**src/logic/div_pkg.sv**
```systemverilog
// ####################################################################
// Shared widths and encodings of the 32-bit iterative divider
// signed_mode bit 0 marks operand A as signed, bit 1 marks operand B
// ####################################################################

package div_pkg;

  // Operand and result width
  localparam int unsigned DATA_W = 32;

  // Bit index of the long division
  localparam int unsigned CNT_W = 5;

  // First quotient bit handled in the compare phase
  localparam logic [CNT_W-1:0] CNT_START = CNT_W'(31);

  // Quotient or remainder
  typedef enum logic {
    OP_DIV = 1'b0,
    OP_REM = 1'b1
  } div_op_e;

  // Sequencer states, in the order they are visited
  typedef enum logic [2:0] {
    ST_IDLE        = 3'd0,
    ST_ABS_A       = 3'd1,
    ST_ABS_B       = 3'd2,
    ST_COMP        = 3'd3,
    ST_LAST        = 3'd4,
    ST_CHANGE_SIGN = 3'd5,
    ST_FINISH      = 3'd6
  } div_state_e;

endpackage

```
**src/logic/div_ctrl_fsm.sv**
```systemverilog
// ####################################################################
// Sequencer of the restoring divider
// Inputs must stay stable while div_en_i is high; a low enable freezes
// the sequence, and ST_FINISH waits for ready_i before leaving
// ####################################################################

`timescale 1ns/1ps

module div_ctrl_fsm (
  input  logic                   clk_i,
  input  logic                   rst_ni,
  input  logic                   div_en_i,
  input  logic                   ready_i,
  input  logic                   data_ind_timing_i,
  input  logic                   b_zero_i,
  input  logic                   last_i,
  output logic                   step_o,
  output logic                   valid_o,
  output div_pkg::div_state_e    state_o
);

  div_pkg::div_state_e state_q;
  div_pkg::div_state_e state_d;
  logic                hold;
  logic                early_finish;

  // Division by zero skips the iterations unless timing must not leak data
  assign early_finish = b_zero_i & ~data_ind_timing_i;

  // Result is held until the consumer accepts it
  assign hold    = (state_q == div_pkg::ST_FINISH) & ~ready_i;
  assign valid_o = (state_q == div_pkg::ST_FINISH);
  assign step_o  = div_en_i & ~hold;

  always_comb begin
    state_d = state_q;

    unique case (state_q)
      div_pkg::ST_IDLE: begin
        if (early_finish) begin
          state_d = div_pkg::ST_FINISH;
        end else begin
          state_d = div_pkg::ST_ABS_A;
        end
      end

      div_pkg::ST_ABS_A: begin
        state_d = div_pkg::ST_ABS_B;
      end

      div_pkg::ST_ABS_B: begin
        state_d = div_pkg::ST_COMP;
      end

      // One quotient bit per cycle until the counter reaches its last step
      div_pkg::ST_COMP: begin
        if (last_i) begin
          state_d = div_pkg::ST_LAST;
        end
      end

      div_pkg::ST_LAST: begin
        state_d = div_pkg::ST_CHANGE_SIGN;
      end

      div_pkg::ST_CHANGE_SIGN: begin
        state_d = div_pkg::ST_FINISH;
      end

      // Only reached with ready_i high, since step is low otherwise
      div_pkg::ST_FINISH: begin
        state_d = div_pkg::ST_IDLE;
      end

      default: begin
        state_d = div_pkg::ST_IDLE;
      end
    endcase
  end

  always_ff @(posedge clk_i or negedge rst_ni) begin
    if (!rst_ni) begin
      state_q <= div_pkg::ST_IDLE;
    end else if (step_o) begin
      state_q <= state_d;
    end
  end

  assign state_o = state_q;

endmodule

```
**src/logic/div_bit_counter.sv**
```systemverilog
// ####################################################################
// Bit index of the long division, counting down through ST_COMP
// last_o flags the final compare step (count of 1)
// ####################################################################

`timescale 1ns/1ps

module div_bit_counter (
  input  logic                          clk_i,
  input  logic                          rst_ni,
  input  logic                          step_i,
  input  div_pkg::div_state_e           state_i,
  output logic [div_pkg::CNT_W-1:0]     bit_idx_o,
  output logic                          last_o
);

  logic [div_pkg::CNT_W-1:0] cnt_q;
  logic [div_pkg::CNT_W-1:0] cnt_d;

  // Reload outside the compare phase so every division starts at bit 31
  always_comb begin
    if (state_i == div_pkg::ST_COMP) begin
      cnt_d = cnt_q - div_pkg::CNT_W'(1);
    end else begin
      cnt_d = div_pkg::CNT_START;
    end
  end

  always_ff @(posedge clk_i or negedge rst_ni) begin
    if (!rst_ni) begin
      cnt_q <= div_pkg::CNT_START;
    end else if (step_i) begin
      cnt_q <= cnt_d;
    end
  end

  assign bit_idx_o = cnt_q;
  assign last_o    = (cnt_q == div_pkg::CNT_W'(1));

endmodule

```
**src/logic/div_datapath.sv**
```systemverilog
// ####################################################################
// Restoring long division datapath with one shared 33-bit adder
// Operands are read every cycle and must stay stable for the whole op
// Registers only advance on step_i
// ####################################################################

`timescale 1ns/1ps

module div_datapath (
  input  logic                          clk_i,
  input  logic                          rst_ni,
  input  logic                          step_i,
  input  div_pkg::div_state_e           state_i,
  input  logic [div_pkg::CNT_W-1:0]     bit_idx_i,
  input  div_pkg::div_op_e              operator_i,
  input  logic [1:0]                    signed_mode_i,
  input  logic [div_pkg::DATA_W-1:0]    op_a_i,
  input  logic [div_pkg::DATA_W-1:0]    op_b_i,
  output logic                          b_zero_o,
  output logic [div_pkg::DATA_W-1:0]    result_o
);

  localparam int unsigned W = div_pkg::DATA_W;

  // Shared adder, computes a - b with both operands extended by a low one
  logic [W:0]   adder_a;
  logic [W:0]   adder_b;
  logic [W:0]   adder_sum;
  logic [W-1:0] adder_res;

  logic [W-1:0] remainder_q;
  logic [W-1:0] remainder_d;
  logic [W-1:0] numerator_q;
  logic [W-1:0] numerator_d;
  logic [W-1:0] denominator_q;
  logic [W-1:0] denominator_d;
  logic [W-1:0] quotient_q;
  logic [W-1:0] quotient_d;
  logic         by_zero_q;
  logic         by_zero_d;

  logic                      sign_a;
  logic                      sign_b;
  logic                      div_change_sign;
  logic                      rem_change_sign;
  logic                      is_greater_equal;
  logic [W-1:0]              one_shift;
  logic [W-1:0]              next_remainder;
  logic [W-1:0]              next_quotient;
  logic [div_pkg::CNT_W-1:0] num_bit_idx;

  assign b_zero_o = (op_b_i == '0);

  assign sign_a = signed_mode_i[0] & op_a_i[W-1];
  assign sign_b = signed_mode_i[1] & op_b_i[W-1];

  // A zero divisor keeps the all-ones quotient unsigned
  assign div_change_sign = (sign_a ^ sign_b) & ~by_zero_q;
  assign rem_change_sign = sign_a;

  // {a,1} + {~b,1} equals twice (a - b), so the difference sits in the upper bits
  assign adder_sum = adder_a + adder_b;
  assign adder_res = adder_sum[W:1];

  // Same-sign operands compare by the difference, otherwise by the remainder MSB
  always_comb begin
    if ((remainder_q[W-1] ^ denominator_q[W-1]) == 1'b0) begin
      is_greater_equal = ~adder_res[W-1];
    end else begin
      is_greater_equal = remainder_q[W-1];
    end
  end

  assign one_shift      = {{(W-1){1'b0}}, 1'b1} << bit_idx_i;
  assign next_remainder = is_greater_equal ? adder_res : remainder_q;
  assign next_quotient  = is_greater_equal ? (quotient_q | one_shift) : quotient_q;

  // Numerator bit brought down into the remainder on this step
  assign num_bit_idx = bit_idx_i - div_pkg::CNT_W'(1);

  always_comb begin
    adder_a       = {{W{1'b0}}, 1'b1};
    adder_b       = {~op_b_i, 1'b1};
    remainder_d   = remainder_q;
    numerator_d   = numerator_q;
    denominator_d = denominator_q;
    quotient_d    = quotient_q;
    by_zero_d     = by_zero_q;

    unique case (state_i)
      // Preset the result a zero divisor would give
      div_pkg::ST_IDLE: begin
        if (operator_i == div_pkg::OP_DIV) begin
          remainder_d = '1;
        end else begin
          remainder_d = op_a_i;
        end
        by_zero_d = b_zero_o;
      end

      // |A| = 0 - A
      div_pkg::ST_ABS_A: begin
        adder_b     = {~op_a_i, 1'b1};
        quotient_d  = '0;
        numerator_d = sign_a ? adder_res : op_a_i;
      end

      // |B| = 0 - B, and the numerator MSB seeds the remainder
      div_pkg::ST_ABS_B: begin
        adder_b       = {~op_b_i, 1'b1};
        remainder_d   = {{(W-1){1'b0}}, numerator_q[W-1]};
        denominator_d = sign_b ? adder_res : op_b_i;
      end

      div_pkg::ST_COMP: begin
        adder_a     = {remainder_q, 1'b1};
        adder_b     = {~denominator_q, 1'b1};
        remainder_d = {next_remainder[W-2:0], numerator_q[num_bit_idx]};
        quotient_d  = next_quotient;
      end

      // Final bit, keep only the value the operator asks for
      div_pkg::ST_LAST: begin
        adder_a = {remainder_q, 1'b1};
        adder_b = {~denominator_q, 1'b1};
        if (operator_i == div_pkg::OP_DIV) begin
          remainder_d = next_quotient;
        end else begin
          remainder_d = next_remainder;
        end
      end

      // Negate the result when the signs call for it
      div_pkg::ST_CHANGE_SIGN: begin
        adder_b = {~remainder_q, 1'b1};
        if (operator_i == div_pkg::OP_DIV) begin
          remainder_d = div_change_sign ? adder_res : remainder_q;
        end else begin
          remainder_d = rem_change_sign ? adder_res : remainder_q;
        end
      end

      default: begin
        remainder_d = remainder_q;
      end
    endcase
  end

  always_ff @(posedge clk_i) begin
    if (step_i) begin
      remainder_q   <= remainder_d;
      numerator_q   <= numerator_d;
      denominator_q <= denominator_d;
      quotient_q    <= quotient_d;
    end
  end

  always_ff @(posedge clk_i or negedge rst_ni) begin
    if (!rst_ni) begin
      by_zero_q <= 1'b0;
    end else if (step_i) begin
      by_zero_q <= by_zero_d;
    end
  end

  // The remainder register carries the final result in ST_FINISH
  assign result_o = remainder_q;

endmodule

```
**src/logic/div_unit.sv**
```systemverilog
// ####################################################################
// 32-bit iterative divider for signed and unsigned DIV and REM
// Hold div_en_i and the operands stable until valid_o is accepted
// 36 enabled cycles per op, 1 on a zero divisor without const timing
// ####################################################################

`timescale 1ns/1ps

module div_unit (
  input  logic                          clk_i,
  input  logic                          rst_ni,
  input  logic                          div_en_i,
  input  div_pkg::div_op_e              operator_i,
  input  logic [1:0]                    signed_mode_i,
  input  logic [div_pkg::DATA_W-1:0]    op_a_i,
  input  logic [div_pkg::DATA_W-1:0]    op_b_i,
  input  logic                          data_ind_timing_i,
  input  logic                          ready_i,
  output logic [div_pkg::DATA_W-1:0]    result_o,
  output logic                          valid_o
);

  logic                      step;
  logic                      last;
  logic                      b_zero;
  logic [div_pkg::CNT_W-1:0] bit_idx;
  div_pkg::div_state_e       state_q;

  div_ctrl_fsm div_ctrl_fsm_inst (
    .clk_i             (clk_i),
    .rst_ni            (rst_ni),
    .div_en_i          (div_en_i),
    .ready_i           (ready_i),
    .data_ind_timing_i (data_ind_timing_i),
    .b_zero_i          (b_zero),
    .last_i            (last),
    .step_o            (step),
    .valid_o           (valid_o),
    .state_o           (state_q)
  );

  div_bit_counter div_bit_counter_inst (
    .clk_i     (clk_i),
    .rst_ni    (rst_ni),
    .step_i    (step),
    .state_i   (state_q),
    .bit_idx_o (bit_idx),
    .last_o    (last)
  );

  div_datapath div_datapath_inst (
    .clk_i         (clk_i),
    .rst_ni        (rst_ni),
    .step_i        (step),
    .state_i       (state_q),
    .bit_idx_i     (bit_idx),
    .operator_i    (operator_i),
    .signed_mode_i (signed_mode_i),
    .op_a_i        (op_a_i),
    .op_b_i        (op_b_i),
    .b_zero_o      (b_zero),
    .result_o      (result_o)
  );

endmodule

```
**config.mk**
```make
export PLATFORM = sky130hd
export DESIGN_NAME = div_unit
export DESIGN_NICKNAME = d
export VERILOG_FILES = /design/src/logic/div_pkg.sv /design/src/logic/div_ctrl_fsm.sv /design/src/logic/div_bit_counter.sv /design/src/logic/div_datapath.sv /design/src/logic/div_unit.sv
export SDC_FILE = /design/constraint.sdc
export NUM_CORES = 1
export LEC_CHECK = 0
export ABC_AREA = 1
export BUFFER_PORTS_ARGS = -buffer_cell sky130_fd_sc_hd__buf_2
export CELL_PAD_IN_SITES_DETAIL_PLACEMENT = 0
export CELL_PAD_IN_SITES_GLOBAL_PLACEMENT = 2
export CORE_ASPECT_RATIO = 0.9
export CORE_MARGIN = 10
export CORE_UTILIZATION = 34
export CTS_CLUSTER_DIAMETER = 150
export DETAILED_ROUTE_END_ITERATION = 10
export PLACE_DENSITY_LB_ADDON = 0.1
export SYNTH_ARGS = -nofsm -noshare
export SYNTH_HDL_FRONTEND = slang
export SYNTH_HIERARCHICAL = 1
export SYNTH_SLANG_ARGS = --single-unit
```
**constraint.sdc**
```tcl
create_clock -name clk_i -period 4.41 [get_ports clk_i]
set_clock_uncertainty 0.2 [all_clocks]
set_input_delay 0.2205 -clock clk_i [delete_from_list [all_inputs] [get_ports clk_i]]
set_output_delay 0.2205 -clock clk_i [all_outputs]
set_load 0.005 [all_outputs]
```
==> results.sh, run 1 <==
export IMPL_critical_path_cell_chain="buf_6, nand3_2, nand2_2, clkinv_4, buf_12, buf_4, o22ai_1, a211oi_1, ha_2, inv_1, fa_2, nand3_1, nand2_2, nand3_1, nand2_1, nand2_1, nand3_1, nand2_1, inv_1, o21ai_0"
export IMPL_rrSetupSlack_ns=0.23
export IMPL_r2r_cells=20
export IMPL_core_area_sq_um=32900
export IMPL_overflow=0
export IMPL_endpoint_kind="flop"
export IMPL_grt_setup_unrepaired="true"
export IMPL_final_layout_size_suffix_gt1_share_pct=13.9
export IMPL_synth_seq_cells=137
export IMPL_io_pins=105
export IMPL_hold_path_class="in -> reg"
export IMPL_htreeDepth=4
export IMPL_ys_seq_area_share_pct=35.9
export IMPL_postLayoutCoreUtil_pct=43.2
export IMPL_antenna_found_initial=0
export IMPL_routedWlPerCell_microns=21.4
export IMPL_clock_latency_ns=0.43
export IMPL_ir_drop_v=0.000426
export IMPL_synth_area_sq_um=11400
export IMPL_path_class="reg -> reg"
export IMPL_yosysUniqueCellTypes=43
export IMPL_initialDrtViolationCount=1153
export IMPL_vias_per_cell=5.27
export IMPL_r2r_start="div_ctrl_fsm_inst/state_o[2]$_DFFE_PN0P_"
export IMPL_synth_top_cell_area_share_pct=33.8
export IMPL_die_w_microns=213
export IMPL_grtUsageTotal_pct=23.6
export IMPL_nNetsFinal=2014
export IMPL_rows=63
export IMPL_numCtsBuffers=17
export IMPL_slew_violations=0
export IMPL_grt_max_degree=63
export IMPL_clock_sinks=137
export IMPL_slew_headroom_pct=16.5
export IMPL_grt_pass1_wl_mm=73.9
export IMPL_clock_fmax_ghz=0.239
export IMPL_p_leak_nw=6.81
export IMPL_multiInputGateArea_sq_um=6330
export IMPL_dr_pass1_iters=5
export IMPL_layoutNonFillerInstCount=2338
export IMPL_worstMarginPinSlew_ns=1.25
export IMPL_synth_largest_area_cell="edfxtp_1"
export IMPL_synth_flop_cell="edfxtp_1"
export IMPL_drt_wl_total_mm=50.1
export IMPL_vias=12318
export IMPL_antennaDiodeCount=0
export IMPL_async_flop_share_pct=6.57
export IMPL_status="completed"
export IMPL_worst_ep_required_time_ns=4.37
export IMPL_synth_edf_count=128
export IMPL_fillers=3492
export IMPL_finalHoldViolations=0
export IMPL_r2r_end="div_datapath_inst/numerator_q[28]$_DFFE_PP_"
export IMPL_critPathBufInv=6
export IMPL_path_max_fanout=10
export IMPL_gp_congestion=0.919
export IMPL_period_needed_ns=4.18
export IMPL_start_util_pct=34.5
export IMPL_cts_root_buffer="clkbuf_16"
export IMPL_power_density_nw_per_um2=900
export IMPL_slowest_delay_ns=0.43
export IMPL_area_sequential_sq_um=4080
export IMPL_finalSetupTns_ns=0
export IMPL_die_area_sq_um=41100
export IMPL_synth_area_leaders="edfxtp_1, nand2_1, nor2_1"
export IMPL_hold_depth=3
export IMPL_crit_start="div_ctrl_fsm_inst/state_o[2]$_DFFE_PN0P_"
export IMPL_io_buffers=104
export IMPL_syn_to_final_growth_pct=25.4
export IMPL_postSynthAreaPerCell_sq_um=6.66
export IMPL_cts_tree="yes"
export IMPL_cp_start_kind="flop"
export IMPL_cts_clk_slew_worst_paths_ns=0.06
export IMPL_critPathTopFamily="simple AND/OR/NAND/NOR gates"
export IMPL_finalCritPeriodShare_pct=94.9
export IMPL_syn_inst=1704
export IMPL_dp_cells=2231
export IMPL_antenna_left=0
export IMPL_chipHeight_microns=193
export IMPL_maxCapViolations=0
export IMPL_cp_endpoint="div_datapath_inst/numerator_q[28]$_DFFE_PP_"
export IMPL_yosysWarnings=6
export IMPL_cp_depth=20
export IMPL_syn_nets=1815
export IMPL_hpwl_mm=37.9
export IMPL_setup_viol=0
export IMPL_grt_pass1_vias=11721
export IMPL_critPathSlowestCell="o21ai_0"
export IMPL_drt_drc_violations_left=0
export IMPL_clk_path_buf_depth=2
export IMPL_cp_arrival_ns=4.14
cells in the mapped netlist (3+ instances only):
| library cell | instances |
|---|---|
| a211oi_1 | 10 |
| a21o_1 | 3 |
| a21oi_1 | 100 |
| a22oi_1 | 7 |
| buf_1 | 10 |
| buf_2 | 6 |
| buf_6 | 5 |
| clkbuf_1 | 49 |
| clkinv_1 | 6 |
| dfrtp_1 | 4 |
| dfstp_2 | 5 |
| edfxtp_1 | 128 |
| ha_1 | 38 |
| inv_1 | 193 |
| inv_2 | 7 |
| nand2_1 | 493 |
| nand2_2 | 5 |
| nand3_1 | 161 |
| nand3_2 | 5 |
| nand3b_1 | 5 |
| nand4_1 | 12 |
| nor2_1 | 238 |
| nor3_1 | 18 |
| nor4_1 | 8 |
| o21ai_0 | 109 |
| o21bai_1 | 7 |
| o221a_2 | 3 |
| o221ai_1 | 9 |
| o22ai_1 | 20 |
| xnor2_1 | 8 |
| xor2_1 | 18 |
worst register-to-register path: stages, from the launching register on:
cell      delay (ns)
dfrtp_1         0.42
buf_6           0.16
nand3_2         0.08
nand2_2         0.09
clkinv_4        0.11
buf_12          0.15
buf_4           0.14
o22ai_1         0.06
a211oi_1        0.25
ha_2            0.26
inv_1           0.09
fa_2            0.41
nand3_1         0.11
nand2_2         0.11
nand3_1         0.09
nand2_1         0.19
nand2_1         0.23
nand3_1         0.10
nand2_1         0.17
inv_1           0.08
o21ai_0         0.43
report_power, final:
| part | switching [mW] | internal [mW] |
|---|---|---|
| Clock | 0.607 | 0.825 |
| Sequential | 0.270 | 2.03 |
| Combinational | 6.03 | 3.06 |
timing repair:
| item | in CTS | in global routing |
|---|---|---|
| gates resized for setup | 1 | 33 |
| pin swaps | 0 | 7 |
| gates cloned | 0 | 4 |
| buffers inserted | 0 | 2 |
| hold endpoints to repair | 83 | 0 |
| hold buffers | 69 | 0 |
| endpoints found under the setup margin | 2 | 41 |
state kept, by name, summed over array words and instances, names as in the netlist:
register	count
div_bit_counter_inst/bit_idx_o	5
div_ctrl_fsm_inst/state_o	3
div_datapath_inst/by_zero_q	1
div_datapath_inst/denominator_q	32
div_datapath_inst/numerator_q	32
div_datapath_inst/quotient_q	32
div_datapath_inst/result_o	32
cell usage in the layout (no fill, tap or decap), types with 3 or more instances in the layout:
cell,n
inv_1,192
dlygate4sd3_1,69
nand2_2,10
buf_2,104
a211oi_1,10
nand3b_1,5
o221a_2,3
a21o_1,3
edfxtp_1,128
a22oi_1,7
o21bai_1,7
xnor2_1,8
nand2_1,485
inv_2,7
dfstp_2,5
xor2_1,17
o221ai_1,9
nor3_1,18
nand4_1,12
clkinv_2,3
nand3_1,161
nor4_1,8
dfrtp_1,3
clkinv_4,5
a21oi_1,94
nor2_1,230
clkbuf_16,21
nor2_2,9
o22ai_1,20
clkinv_1,10
buf_4,62
ha_1,37
a21oi_2,4
nand3_2,4
o21ai_0,108
buf_12,8
layout make-up:
| cell class | count | area share (%) |
|---|---|---|
| clock buffers | 18 | 3.01 |
| clock inverters | 14 | 0.931 |
| inverters | 206 | 5.46 |
| multi-input cells | 1291 | 44.4 |
| flip-flops and latches | 137 | 28.6 |
| well taps | 422 | 3.71 |
| repair buffers | 250 | 13.9 |
cells by family after synthesis:
family          count (synthesis)  share of synthesized area (%)
compound gates                273                           13.4
xor+xnor                       26                           2.01
fa+ha+maj                      39                           4.36
buf+inv                       276                           9.52
flops                         137                           35.9
mux                             1                         0.0991
simple gates                  952                           34.7
per-stage QoR:
stage | setup slack [ns] | instance area, sq um | hold WS (ns) | power [mW]
global route | -0.0406 | 14200 | 0.00845 | 13.9
floorplan | 0.555 | 11400 | -0.275 | 7.55
finish | 0.226 | 14200 | 0.0201 | 12.8
global placement | 0.00845 | 12800 | -0.0999 | 10.9
CTS | 0.0274 | 14000 | 0.00190 | 12.4
detailed placement | 0.00571 | 12800 | -0.101 | 10.9
layer usage:
layer  track usage [%]  routed length, microns  vias up  part of all wire (%)
li1                  -                       -     6024                     -
met5                 0                       0        -                     0
met3              3.36                    3320       64                   6.6
met2              38.0                   23100      454                    46
met1              32.3                   22400     5776                    45
met4              6.24                    1280        0                   2.5
worst min-delay path by stage:
stage                                                        endpoint       start
final                         div_datapath_inst/result_o[7]$_DFFE_PP_   op_a_i[7]
after global routing      div_datapath_inst/numerator_q[14]$_DFFE_PP_  op_a_i[14]
after CTS                 div_datapath_inst/numerator_q[14]$_DFFE_PP_  op_a_i[14]
after detailed placement     div_ctrl_fsm_inst/state_o[2]$_DFFE_PN0P_      rst_ni
after global placement       div_ctrl_fsm_inst/state_o[1]$_DFFE_PN0P_      rst_ni
after floorplan              div_ctrl_fsm_inst/state_o[0]$_DFFE_PN0P_      rst_ni
Power figures use the tool's default switching activity.
==> run 2, diff against run 1 <==
Settings changed: CORE_UTILIZATION 34 to 31.
Clock period 4.41 ns to 3.8 ns, I/O delays scaled along.
==> run 2 against run 1 <==
Net effect:
- the run now ends with setup timing left
- critical path depth grew 6
- wire length grew 8.7%
- register-to-register slack lost 0.38 ns
- fmax grew 5.8%
- clock power grew 15%
- global-route usage shrank 0.51 points
- largest cell class unchanged
- largest power group unchanged
==> results.sh, run 2 (synthesis gave the netlist of run 1 again) <==
export IMPL_critPathTopFamily="simple AND/OR/NAND/NOR gates"
export IMPL_antenna_left=0
export IMPL_slew_violations=0
export IMPL_power_density_nw_per_um2=1150
export IMPL_path_class="reg -> reg"
export IMPL_antennaDiodeCount=0
export IMPL_grt_pass1_wl_mm=79.6
export IMPL_layout_commonest_cell="nand2_1"
export IMPL_cts_clk_slew_worst_paths_ns=0.06
export IMPL_grt_max_degree=63
export IMPL_dr_pass1_iters=5
export IMPL_drt_drc_violations_left=0
export IMPL_syn_to_final_growth_pct=53.0
export IMPL_numCtsBuffers=17
export IMPL_hold_path_class="in -> reg"
export IMPL_clk_path_buf_depth=2
export IMPL_vias_per_cell=5.14
export IMPL_overflow=0
export IMPL_path_max_fanout=6
export IMPL_vias=13420
export IMPL_finalCritPeriodShare_pct=104
export IMPL_slowest_delay_ns=0.45
export IMPL_ir_drop_v=0.000438
export IMPL_finalSetupTns_ns=-3.68
export IMPL_layout_common_cells="nand2_1, buf_4, nor2_1, inv_1, edfxtp_1"
export IMPL_finalHoldViolations=0
export IMPL_placed_cell_area_sq_um=14200
export IMPL_slew_headroom_pct=29.9
export IMPL_routedWlPerCell_microns=20.8
export IMPL_postLayoutCoreUtil_pct=48.0
export IMPL_cts_root_buffer="clkbuf_16"
export IMPL_start_util_pct=31.4
export IMPL_antenna_found_initial=0
export IMPL_rows=66
export IMPL_violations="setup timing"
export IMPL_cp_arrival_ns=3.94
export IMPL_grtUsageTotal_pct=23.1
export IMPL_core_area_sq_um=36200
export IMPL_critPathBufInv=5
export IMPL_die_area_sq_um=44700
export IMPL_endpoint_kind="flop"
export IMPL_status="complete, but fails checks"
export IMPL_cp_start_kind="flop"
export IMPL_gp_congestion=0.897
export IMPL_htreeDepth=4
export IMPL_grt_setup_unrepaired="true"
export IMPL_cts_tree="yes"
export IMPL_io_pins=105
export IMPL_nNetsFinal=2235
export IMPL_grt_pass1_vias=12977
export IMPL_clock_latency_ns=0.44
export IMPL_rrSetupSlack_ns=-0.15
export IMPL_clock_fmax_ghz=0.253
export IMPL_total_power_mw=19.9
export IMPL_initialDrtViolationCount=922
export IMPL_final_layout_size_suffix_gt1_share_pct=34.6
export IMPL_setup_viol=32
export IMPL_hold_worst_slack_ns=0.0163
export IMPL_worstMarginPinSlew_ns=1.05
export IMPL_chipHeight_microns=202
export IMPL_worst_ep_required_time_ns=3.79
export IMPL_io_buffers=104
export IMPL_drt_wl_total_mm=54.4
export IMPL_finalInstanceArea_sq_um=17400
export IMPL_maxCapViolations=0
export IMPL_period_needed_ns=3.95
export IMPL_hpwl_mm=40.4
export IMPL_die_w_microns=222
export IMPL_p_leak_nw=8.24
export IMPL_critPathSlowestCell="dfrtp_2"
export IMPL_cpMostUsedCell="nand2_2"
export IMPL_setup_slack_ns=-0.154
export IMPL_fillers=3764
export IMPL_clock_sinks=137
-- run 2: metrics by stage --
stage                     worst slack, ns  cells
after floorplan                    0.0115   1704
after global placement             -0.579   2464
after detailed placement           -0.610   2464
after CTS                          -0.109   2600
after global routing               -0.405   2613
final                              -0.154   2613
-- run 2: per-layer routing --
layer	routed length, microns	up-vias	track usage, %
met5	0	-	0
met4	1170	0	5.71
met3	3090	65	3.14
met2	25500	448	38.5
met1	24600	6438	30.8
li1	-	6469	-
-- run 2: final timing paths --
| check | from | to | cells past startpoint |
|---|---|---|---|
| min in group asynchronous | rst_ni | div_bit_counter_inst/bit_idx_o[4]$_DFFE_PN1P_ | 2 |
| hold / removal | op_b_i[31] | div_datapath_inst/denominator_q[31]$_DFFE_PP_ | 2 |
| max in group asynchronous | rst_ni | div_ctrl_fsm_inst/state_o[0]$_DFFE_PN0P_ | 3 |
| setup reg to reg | div_ctrl_fsm_inst/state_o[1]$_DFFE_PN0P_ | div_datapath_inst/result_o[12]$_DFFE_PP_ | 26 |
| hold reg to reg | div_datapath_inst/by_zero_q$_DFFE_PN0P_ | div_datapath_inst/by_zero_q$_DFFE_PN0P_ | 1 |
| setup / recovery | div_ctrl_fsm_inst/state_o[1]$_DFFE_PN0P_ | div_datapath_inst/result_o[12]$_DFFE_PP_ | 26 |
-- run 2: what timing repair did --
| action | CTS | global route |
|---|---|---|
| gates cloned | 7 | 3 |
| pin swaps | 58 | 50 |
| hold buffers | 67 | 0 |
| endpoints found under the setup margin | 110 | 105 |
| buffers inserted | 30 | 16 |
| gates resized for setup | 186 | 194 |
| endpoints found under the hold margin | 99 | 0 |
-- run 2: final cells by class --
class                      count  area, sq um  area share (%)
multi-input combinational   1291         7400            42.6
sequential                   137         4080            23.5
tap                          476          596            3.43
clock buffer                  18          429            2.47
clock inverter                14          133           0.763
inverter                     206          786            4.52
timing repair buffer         471         3950            22.7
-- run 2: report_power, final --
group / internal [mW] / leakage (nW) / switching, mW
clock network: 0.955 / 0.260 / 0.697
logic: 6.69 / 6.68 / 8.90
registers: 2.36 / 1.30 / 0.300
total: 10.0 / 8.24 / 9.90
